[src/mmio_tieoff_defs.svh]
// Shared constants for the PCIe MMIO tie-off responder
// Holds the stream payload width and the read-only register window contents
// that an unused host channel reports back to the host

`ifndef MMIO_TIEOFF_DEFS_SVH
`define MMIO_TIEOFF_DEFS_SVH

// Payload bits carried by one transmit beat
`define TLP_PAYLOAD_W 64

// Dwords that fit in one beat of payload
`define TLP_DW_PER_BEAT 2

// Qword index of the feature identifier register (byte offset 0x00)
`define MMIO_FEATURE_QW 4'h0

// Qword index of the signature register (byte offset 0x10)
`define MMIO_SIGNATURE_QW 4'h2

// Feature identifier returned at qword 0
// The host reads this to learn that the channel is tied off and has no AFU
`define MMIO_FEATURE_ID 64'h3000_0000_0000_1000

// Signature returned in the upper half of qword 2
`define MMIO_SIGNATURE 32'hd15a_b1ed

`endif
[src/mmio_tieoff_pkg.sv]
// Types for the PCIe MMIO tie-off responder
// Request and completion TLP headers, the receive and transmit beats
// and the state encoding of the completion sequencer

`include "mmio_tieoff_defs.svh"

package mmio_tieoff_pkg;

    // Format and type byte of the TLPs this block handles
    // Values follow the PCIe fmt[2:0]/type[4:0] encoding
    typedef enum logic [7:0]
    {
        MRD32 = 8'h00,
        MRD64 = 8'h20,
        MWR32 = 8'h40,
        MWR64 = 8'h60,
        CPLD  = 8'h4a
    } tlp_fmttype_e;

    // Memory request header as it arrives on the receive stream
    // For the 32-bit forms addr_hi is the address and addr_lo is unused
    // For the 64-bit forms addr_hi is the upper and addr_lo the lower address
    typedef struct packed
    {
        tlp_fmttype_e fmttype;
        logic [9:0]   length;
        logic [15:0]  requester_id;
        logic [7:0]   tag;
        logic [31:0]  addr_hi;
        logic [31:0]  addr_lo;
    } mem_req_hdr_t;

    // Completion header sent back to the requester
    typedef struct packed
    {
        tlp_fmttype_e fmttype;
        logic [9:0]   length;
        // Completer status, successful completion is all zero
        logic [2:0]   cpl_status;
        logic [11:0]  byte_count;
        logic [15:0]  requester_id;
        logic [7:0]   tag;
        logic [6:0]   lower_addr;
    } cpl_hdr_t;

    // Receive beat, only the request header travels on this channel
    typedef struct packed
    {
        mem_req_hdr_t hdr;
    } rx_beat_t;

    // Transmit beat with the completion header repeated on every beat
    typedef struct packed
    {
        cpl_hdr_t                  hdr;
        logic [`TLP_PAYLOAD_W-1:0] payload;
        logic                      sop;
        logic                      eop;
    } tx_beat_t;

    // Completion sequencer states
    // IDLE also covers the first beat, SEND covers the beats after it
    typedef enum logic
    {
        IDLE = 1'b0,
        SEND = 1'b1
    } cpl_state_e;

    // Picks the dword that holds the low address bits of a request
    // The 64-bit forms carry them in the fourth header dword
    function automatic logic [31:0] req_low_addr(mem_req_hdr_t hdr);
        logic is_addr64;
        is_addr64 = (hdr.fmttype == MRD64) || (hdr.fmttype == MWR64);
        return is_addr64 ? hdr.addr_lo : hdr.addr_hi;
    endfunction

endpackage

[src/mmio_tieoff_top.sv]
// PCIe MMIO tie-off responder
// Sits on an unused host channel, answers memory reads from a small
// read-only register window and silently drops memory writes
// One request is handled at a time, the receive side stalls meanwhile

`timescale 1ns/1ns

`include "mmio_tieoff_defs.svh"

module mmio_tieoff_top
(
    input  logic                      clk,
    input  logic                      reset_n,
    input  logic                      rx_valid,
    input  mmio_tieoff_pkg::rx_beat_t rx_beat,
    output logic                      rx_ready,
    output logic                      tx_valid,
    output mmio_tieoff_pkg::tx_beat_t tx_beat,
    input  logic                      tx_ready
);

    logic                          req_valid;
    mmio_tieoff_pkg::mem_req_hdr_t req_hdr;
    mmio_tieoff_pkg::cpl_hdr_t     cpl_hdr;
    logic [`TLP_PAYLOAD_W-1:0]     rd_data;
    logic                          cpl_done;

    // Holds the current request and throttles the receive stream
    tlp_req_capture u_capture
    (
        .clk       (clk),
        .reset_n   (reset_n),
        .rx_valid  (rx_valid),
        .rx_beat   (rx_beat),
        .rx_ready  (rx_ready),
        .cpl_done  (cpl_done),
        .req_valid (req_valid),
        .req_hdr   (req_hdr)
    );

    // Header and data are both purely combinational from the held request
    cpl_hdr_builder u_hdr_builder
    (
        .req_hdr (req_hdr),
        .cpl_hdr (cpl_hdr)
    );

    mmio_read_data u_read_data
    (
        .req_hdr (req_hdr),
        .rd_data (rd_data)
    );

    cpl_assembler u_assembler
    (
        .clk       (clk),
        .reset_n   (reset_n),
        .req_valid (req_valid),
        .cpl_hdr   (cpl_hdr),
        .rd_data   (rd_data),
        .tx_ready  (tx_ready),
        .tx_valid  (tx_valid),
        .tx_beat   (tx_beat),
        .cpl_done  (cpl_done)
    );

endmodule

[src/cpl_assembler.sv]
// Completion assembler of the MMIO tie-off responder
// Sends the completion for the held read as one or more transmit beats
// The first beat carries the register data, later beats carry zeros
// and cpl_done pulses when the beat with eop is accepted

`timescale 1ns/1ns

`include "mmio_tieoff_defs.svh"

module cpl_assembler
(
    input  logic                        clk,
    input  logic                        reset_n,
    input  logic                        req_valid,
    input  mmio_tieoff_pkg::cpl_hdr_t   cpl_hdr,
    input  logic [`TLP_PAYLOAD_W-1:0]   rd_data,
    input  logic                        tx_ready,
    output logic                        tx_valid,
    output mmio_tieoff_pkg::tx_beat_t   tx_beat,
    output logic                        cpl_done
);

    // Wide enough for ceil(1023 / 2) beats
    localparam int CNT_W = 10;

    mmio_tieoff_pkg::cpl_state_e state;
    // Beats still to send including the one on the bus, valid in SEND only
    logic [CNT_W-1:0] beats_left;
    logic [CNT_W:0]   len_round;
    logic [CNT_W-1:0] total_beats;
    logic             last_beat;
    logic             tx_xfer;

    // Number of beats in the whole completion, rounded up to full beats
    assign len_round   = {1'b0, cpl_hdr.length} + (CNT_W + 1)'(`TLP_DW_PER_BEAT - 1);
    assign total_beats = CNT_W'(len_round / `TLP_DW_PER_BEAT);

    // The request stays valid until its last beat is taken, so it also
    // covers the later beats. Header and data are ready on the same cycle
    assign tx_valid = req_valid;
    assign tx_xfer  = tx_valid && tx_ready;

    // In IDLE the first beat is on the bus and the counter is not loaded yet
    assign last_beat = (state == mmio_tieoff_pkg::IDLE) ? (total_beats <= CNT_W'(1)) :
                                                          (beats_left == CNT_W'(1));

    assign cpl_done = tx_xfer && last_beat;

    always_ff @(posedge clk)
    begin
        if (!reset_n)
        begin
            state      <= mmio_tieoff_pkg::IDLE;
            beats_left <= '0;
        end
        else if (tx_xfer)
        begin
            case (state)
                mmio_tieoff_pkg::IDLE:
                begin
                    // Single beat completions never leave IDLE
                    if (!last_beat)
                    begin
                        state      <= mmio_tieoff_pkg::SEND;
                        beats_left <= total_beats - CNT_W'(1);
                    end
                end
                default:
                begin
                    if (last_beat)
                    begin
                        state <= mmio_tieoff_pkg::IDLE;
                    end
                    beats_left <= beats_left - CNT_W'(1);
                end
            endcase
        end
    end

    always_comb
    begin
        tx_beat.hdr = cpl_hdr;
        tx_beat.sop = (state == mmio_tieoff_pkg::IDLE);
        tx_beat.eop = last_beat;

        // Only the first beat has register data behind it
        if (state == mmio_tieoff_pkg::IDLE)
        begin
            tx_beat.payload = rd_data;
        end
        else
        begin
            tx_beat.payload = '0;
        end
    end

    // A stalled beat must be offered again unchanged on the next cycle
    assert property (@(posedge clk) disable iff (!reset_n)
                     tx_valid && !tx_ready |=> tx_valid && $stable(tx_beat))
        else $error("Transmit beat changed while stalled");

endmodule

[src/mmio_read_data.sv]
// Read data source of the MMIO tie-off responder
// A small read-only register window decoded on qword granularity
// Qword 0 holds the feature identifier, qword 2 holds the signature in its
// upper half and every other offset reads as zero

`timescale 1ns/1ns

`include "mmio_tieoff_defs.svh"

module mmio_read_data
(
    input  mmio_tieoff_pkg::mem_req_hdr_t req_hdr,
    output logic [`TLP_PAYLOAD_W-1:0]     rd_data
);

    logic [31:0] low_addr;
    // Qword index within the 128-byte window
    logic [3:0]  qw_idx;

    assign low_addr = mmio_tieoff_pkg::req_low_addr(req_hdr);
    assign qw_idx   = low_addr[6:3];

    always_comb
    begin
        case (qw_idx)
            `MMIO_FEATURE_QW:
            begin
                rd_data = `MMIO_FEATURE_ID;
            end
            `MMIO_SIGNATURE_QW:
            begin
                // Lower dword of this register reads as zero
                rd_data = {`MMIO_SIGNATURE, {(`TLP_PAYLOAD_W - 32){1'b0}}};
            end
            default:
            begin
                rd_data = '0;
            end
        endcase
    end

endmodule

[src/cpl_hdr_builder.sv]
// Completion header builder of the MMIO tie-off responder
// Turns the held read request into a successful CplD header that returns
// the requested length to the original requester

`timescale 1ns/1ns

module cpl_hdr_builder
(
    input  mmio_tieoff_pkg::mem_req_hdr_t req_hdr,
    output mmio_tieoff_pkg::cpl_hdr_t     cpl_hdr
);

    // Address dword that carries bits 6:2 for this request format
    logic [31:0] low_addr;

    assign low_addr = mmio_tieoff_pkg::req_low_addr(req_hdr);

    always_comb
    begin
        // Status stays zero since every read completes successfully
        cpl_hdr = '0;

        cpl_hdr.fmttype      = mmio_tieoff_pkg::CPLD;
        cpl_hdr.length       = req_hdr.length;
        cpl_hdr.requester_id = req_hdr.requester_id;
        cpl_hdr.tag          = req_hdr.tag;

        // The whole request is answered in one completion, so the
        // remaining byte count is the full length in bytes
        cpl_hdr.byte_count = {req_hdr.length, 2'b00};

        // Requests are dword aligned, so the two lowest bits are always zero
        cpl_hdr.lower_addr = {low_addr[6:2], 2'b00};
    end

endmodule

[src/tlp_req_capture.sv]
// Request capture stage of the MMIO tie-off responder
// Accepts one request header at a time from the receive stream and holds it
// Reads stay held until their completion has left, writes are dropped
// one cycle after they are accepted

`timescale 1ns/1ns

module tlp_req_capture
(
    input  logic                          clk,
    input  logic                          reset_n,
    input  logic                          rx_valid,
    input  mmio_tieoff_pkg::rx_beat_t     rx_beat,
    output logic                          rx_ready,
    input  logic                          cpl_done,
    output logic                          req_valid,
    output mmio_tieoff_pkg::mem_req_hdr_t req_hdr
);

    // Set while a request occupies the holding register
    logic held;
    logic rx_accept;
    logic rx_is_read;

    // Only one request is in flight, so the receive side stalls while one is held
    assign rx_ready  = !held;
    assign rx_accept = rx_valid && rx_ready;

    // Anything that is not a memory read gets no completion and is simply dropped
    assign rx_is_read = (rx_beat.hdr.fmttype == mmio_tieoff_pkg::MRD32) ||
                        (rx_beat.hdr.fmttype == mmio_tieoff_pkg::MRD64);

    always_ff @(posedge clk)
    begin
        if (!reset_n)
        begin
            held      <= 1'b0;
            req_valid <= 1'b0;
        end
        else if (rx_accept)
        begin
            held      <= 1'b1;
            req_valid <= rx_is_read;
        end
        else if (held && (!req_valid || cpl_done))
        begin
            // A write is released right away and a read once its last beat transfers
            held      <= 1'b0;
            req_valid <= 1'b0;
        end
    end

    // Holding register for the request header, loaded on every accepted beat
    always_ff @(posedge clk)
    begin
        if (rx_accept)
        begin
            req_hdr <= rx_beat.hdr;
        end
    end

    // The sequencer can only finish a completion that this stage asked for
    assert property (@(posedge clk) disable iff (!reset_n) cpl_done |-> req_valid)
        else $error("cpl_done seen with no read request held");

endmodule

[config.mk]
export PLATFORM = sky130hd
export DESIGN_NAME = mmio_tieoff_top
export DESIGN_NICKNAME = d
export VERILOG_FILES = /design/src/mmio_tieoff_pkg.sv /design/src/mmio_tieoff_top.sv /design/src/cpl_assembler.sv /design/src/mmio_read_data.sv /design/src/cpl_hdr_builder.sv /design/src/tlp_req_capture.sv
export VERILOG_INCLUDE_DIRS = /design/src
export SDC_FILE = /design/constraint.sdc
export NUM_CORES = 1
export LEC_CHECK = 0
export ABC_AREA = 1
export BUFFER_PORTS_ARGS = -buffer_cell sky130_fd_sc_hd__buf_2
export CAP_MARGIN = 10
export CORE_MARGIN = 5
export CORE_UTILIZATION = 52
export DETAILED_ROUTE_END_ITERATION = 10
export GPL_ROUTABILITY_DRIVEN = 1
export PLACE_DENSITY = 0.84
export SKIP_CTS_REPAIR_TIMING = 1
export SLEW_MARGIN = 25
export SYNTH_ARGS = -nofsm -noshare
export SYNTH_HDL_FRONTEND = slang
export SYNTH_HIERARCHICAL = 1
export SYNTH_SLANG_ARGS = --single-unit
[constraint.sdc]
create_clock -name clk -period 4.1 [get_ports clk]
set_input_delay 0.205 -clock clk [delete_from_list [all_inputs] [get_ports clk]]
set_output_delay 0.205 -clock clk [all_outputs]
set_load 0.02 [all_outputs]
==> tab_implementation.tex <==
\begin{tabular}{lr}
\hline
Metric & Value \\
\hline
\multicolumn{2}{l}{\textbf{Outcome}} \\
\quad Run status & complete, no violations \\
\multicolumn{2}{l}{\textbf{Die}} \\
\quad Die outline area & 12000 um2 \\
\quad Die outline width & 109 um \\
\quad Number of placement rows & 36 \\
\quad Boundary Pins & 242 \\
\quad Initial core utilization & 0.528 \\
\quad Core area & 9730 um2 \\
\quad Die H & 109 um \\
\multicolumn{2}{l}{\textbf{Clock network}} \\
\quad Clock buffers created by TritonCTS & 9 \\
\quad CTS tree & yes \\
\quad Reg clk slew, reported paths & 70 ps \\
\quad Maximum clock path buffer count & 2 \\
\quad Clk Latency, worst-skew pair & 330 ps \\
\quad CTS sink cnt & 64 \\
\quad Root Buffer Master & clkbuf\_8 \\
\quad H-Tree Level Count & 3 \\
\multicolumn{2}{l}{\textbf{Routing}} \\
\quad Sum of met2 wire segment lengths after detailed routing & 4460 um \\
\quad Wire length per cell & 10.6 um \\
\quad Number of DRC markers in iteration 0 & 228 \\
\quad Routed wire length on met3 & 752 um \\
\quad Met1 routed wirelength after detailed routing & 3340 um \\
\quad Overall via count from detail\_route & 3440 \\
\quad Number of vias per cell after detailed routing & 4.19 \\
\quad Count of nets left with antenna violations after detail routing & 0 \\
\quad Highest metal layer with signal wires & met4 \\
\quad First-pass iteration count of the detailed router & 4 \\
\quad Detailed-route wire length & 8680 um \\
\quad Number of remaining DRC errors & 0 \\
\multicolumn{2}{l}{\textbf{Placed design}} \\
\quad Post-detailed-placement half-perimeter wirelength & 6870 um \\
\quad Instance area after placement & 4720 um2 \\
\quad Placed instance count & 805 \\
\quad Port Buffers & 128 \\
\quad RD Place Congestion & 0.798 \\
\multicolumn{2}{l}{\textbf{Critical path}} \\
\quad CP Capture Type & primary output \\
\quad Arrival time of data at the critical path endpoint & 2420 ps \\
\quad Required time at the endpoint of the critical path & 3890 ps \\
\quad Critical path's slowest cell & edfxtp\_1 \\
\quad Maximum fanout encountered on the critical timing path & 10 \\
\quad Buf/Inv on CP & 3 \\
\quad Cell occurring most often along the worst timing path & nor2\_1 \\
\quad Family with the most delay on the worst path & simple AND/OR/NAND/NOR gates \\
\quad Crit-path max cell delay & 430 ps \\
\quad Cells along the critical path & ha\_1 -> nand2\_1 -> inv\_1 -> nor2\_1 -> inv\_1 -> ha\_1 -> nor2\_1 -> nor2\_1 -> nand3\_1 -> nor2\_4 -> nand3\_4 -> nand2\_1 -> buf\_2 \\
\quad Startpoint class of the critical path & flop \\
\quad Critical path type & reg -> out \\
\multicolumn{2}{l}{\textbf{Timing}} \\
\quad Unrepaired setup endpoints after global routing & no \\
\quad Final Cycle Share & 0.641 \\
\quad Aggregate negative setup slack & 0 ps \\
\quad Number of endpoints with negative hold slack in the final report & 0 \\
\quad Setup clock skew after layout & 7.12 ps \\
\quad Achievable frequency & 380 MHz \\
\quad Slew Limit Headroom & 0.333 \\
\quad Final number of max-transition violations & 0 \\
\quad Total setup violations reported at the end of the flow & 0 \\
\quad Minimum clock period after layout & 2630 ps \\
\quad Slew at the pin closest to its max-slew limit & 999 ps \\
\multicolumn{2}{l}{\textbf{Layout}} \\
\quad Number of nets in the finished design & 798 \\
\quad Ratio of cells with drive above 1 in the final layout & 0.262 \\
\quad Synthesis-to-finish area growth & -3.63\% \\
\quad Cell Count, Final, Fillers Out & 821 \\
\quad Final antenna diode count & 0 \\
\quad Cell area after layout & 4950 um2 \\
\multicolumn{2}{l}{\textbf{Global route}} \\
\quad Vias in the first global route & 3064 \\
\quad Combined global-route utilization of all metal layers & 0.146 \\
\quad Initial antenna violation count & 0 \\
\quad Largest net degree at the start of global routing & 65 \\
\quad Grt ovf & 0 \\
\quad Wire length of the first global-routing pass & 13700 um \\
\multicolumn{2}{l}{\textbf{Synth}} \\
\quad Synthesized instance count & 685 \\
\quad Post-Syn Area & 5140 um2 \\
\quad Avg Synthesized Cell Area & 7.50 um2 \\
\quad YS warnings & 6 \\
\multicolumn{2}{l}{\textbf{Flow run}} \\
\quad Maximum capacitance violations & 0 \\
\multicolumn{2}{l}{\textbf{Power}} \\
\quad Cell leakage power & 2.46 nW \\
\quad Pwr/cell area & 341 nW/um2 \\
\quad Total power after layout & 1.69 mW \\
\quad Worst-case vdd ir drop & 0.000284 V \\
\multicolumn{2}{l}{\textbf{Min path}} \\
\quad Hold Path Class & in -> reg \\
\hline
\end{tabular}
area by class of cell:
type	count	area, um2
clock inverter	5	105
fill	932	4780
tap	133	166
inverter	115	432
clock buffer	11	131
multi-input combinational	364	1680
timing repair buffer	129	648
sequential	64	1790
cell usage in the layout, fill, tap and decap left out, types with 12 or more instances in the layout:
| cell | n |
|---|---|
| buf_2 | 128 |
| nor2_1 | 112 |
| inv_1 | 109 |
| nand2_1 | 86 |
| conb_1 | 59 |
| edfxtp_1 | 51 |
| nand3_1 | 34 |
| o21ai_0 | 13 |
| dfxtp_1 | 12 |
final timing paths:
| path | start | endpoint | slack [ps] | cells past startpoint |
|---|---|---|---|---|
| hold reg to reg | u_capture/held$_SDFFE_PN0P_ | u_capture/held$_SDFFE_PN0P_ | 490 | 1 |
| setup reg to reg | u_capture/req_hdr[89]$_DFFE_PP_ | u_capture/req_valid$_SDFFE_PN0P_ | 1660 | 17 |
| setup / recovery | u_capture/req_hdr[89]$_DFFE_PP_ | tx_beat[0] | 1470 | 13 |
| hold / removal | rx_beat[2] | u_capture/req_hdr[2]$_DFFE_PP_ | 40 | 1 |
worst register-to-register path, cell delays in order, from the launching register on:
cell	delay, ps
edfxtp_1	430
ha_1	220
nand2_1	130
inv_1	100
nor2_1	40
inv_1	110
ha_1	200
nor2_1	60
nor2_1	100
nand3_1	130
nor2_4	140
nand3_4	150
a21oi_1	220
inv_1	60
nand2_1	70
nand2_1	50
nand3_1	70
nand2_1	50
flip-flops by register name (all words and copies together) (netlist names):
name,count
u_capture/req_hdr,51
u_assembler/state,1
u_assembler/beats_left,10
u_capture/req_valid,1
u_capture/held,1
metal layers:
layer | up-vias | GRT usage
met5 | - | 0
met4 | 0 | 0.0579
met3 | 10 | 0.0388
met2 | 121 | 0.272
met1 | 1488 | 0.155
li1 | 1821 | -
where the power goes:
| group | leakage [nW] | internal [mW] | switching (mW) |
|---|---|---|---|
| Combinational | 1.75 | 0.0787 | 0.199 |
| Sequential | 0.595 | 0.742 | 0.0198 |
| Clock | 0.110 | 0.405 | 0.244 |
| Total | 2.46 | 1.23 | 0.463 |
through the flow:
step / setup slack (ps) / hold slack (ps) / util
after global placement: 1680 / 381 / 0.485
after detailed placement: 1690 / 383 / 0.485
after global routing: 1180 / 10.5 / 0.509
after floorplan: 1930 / 304 / -
after CTS: 1440 / 20.6 / 0.509
final: 1470 / 42.8 / 0.509
(Power assumes the default switching activity.)
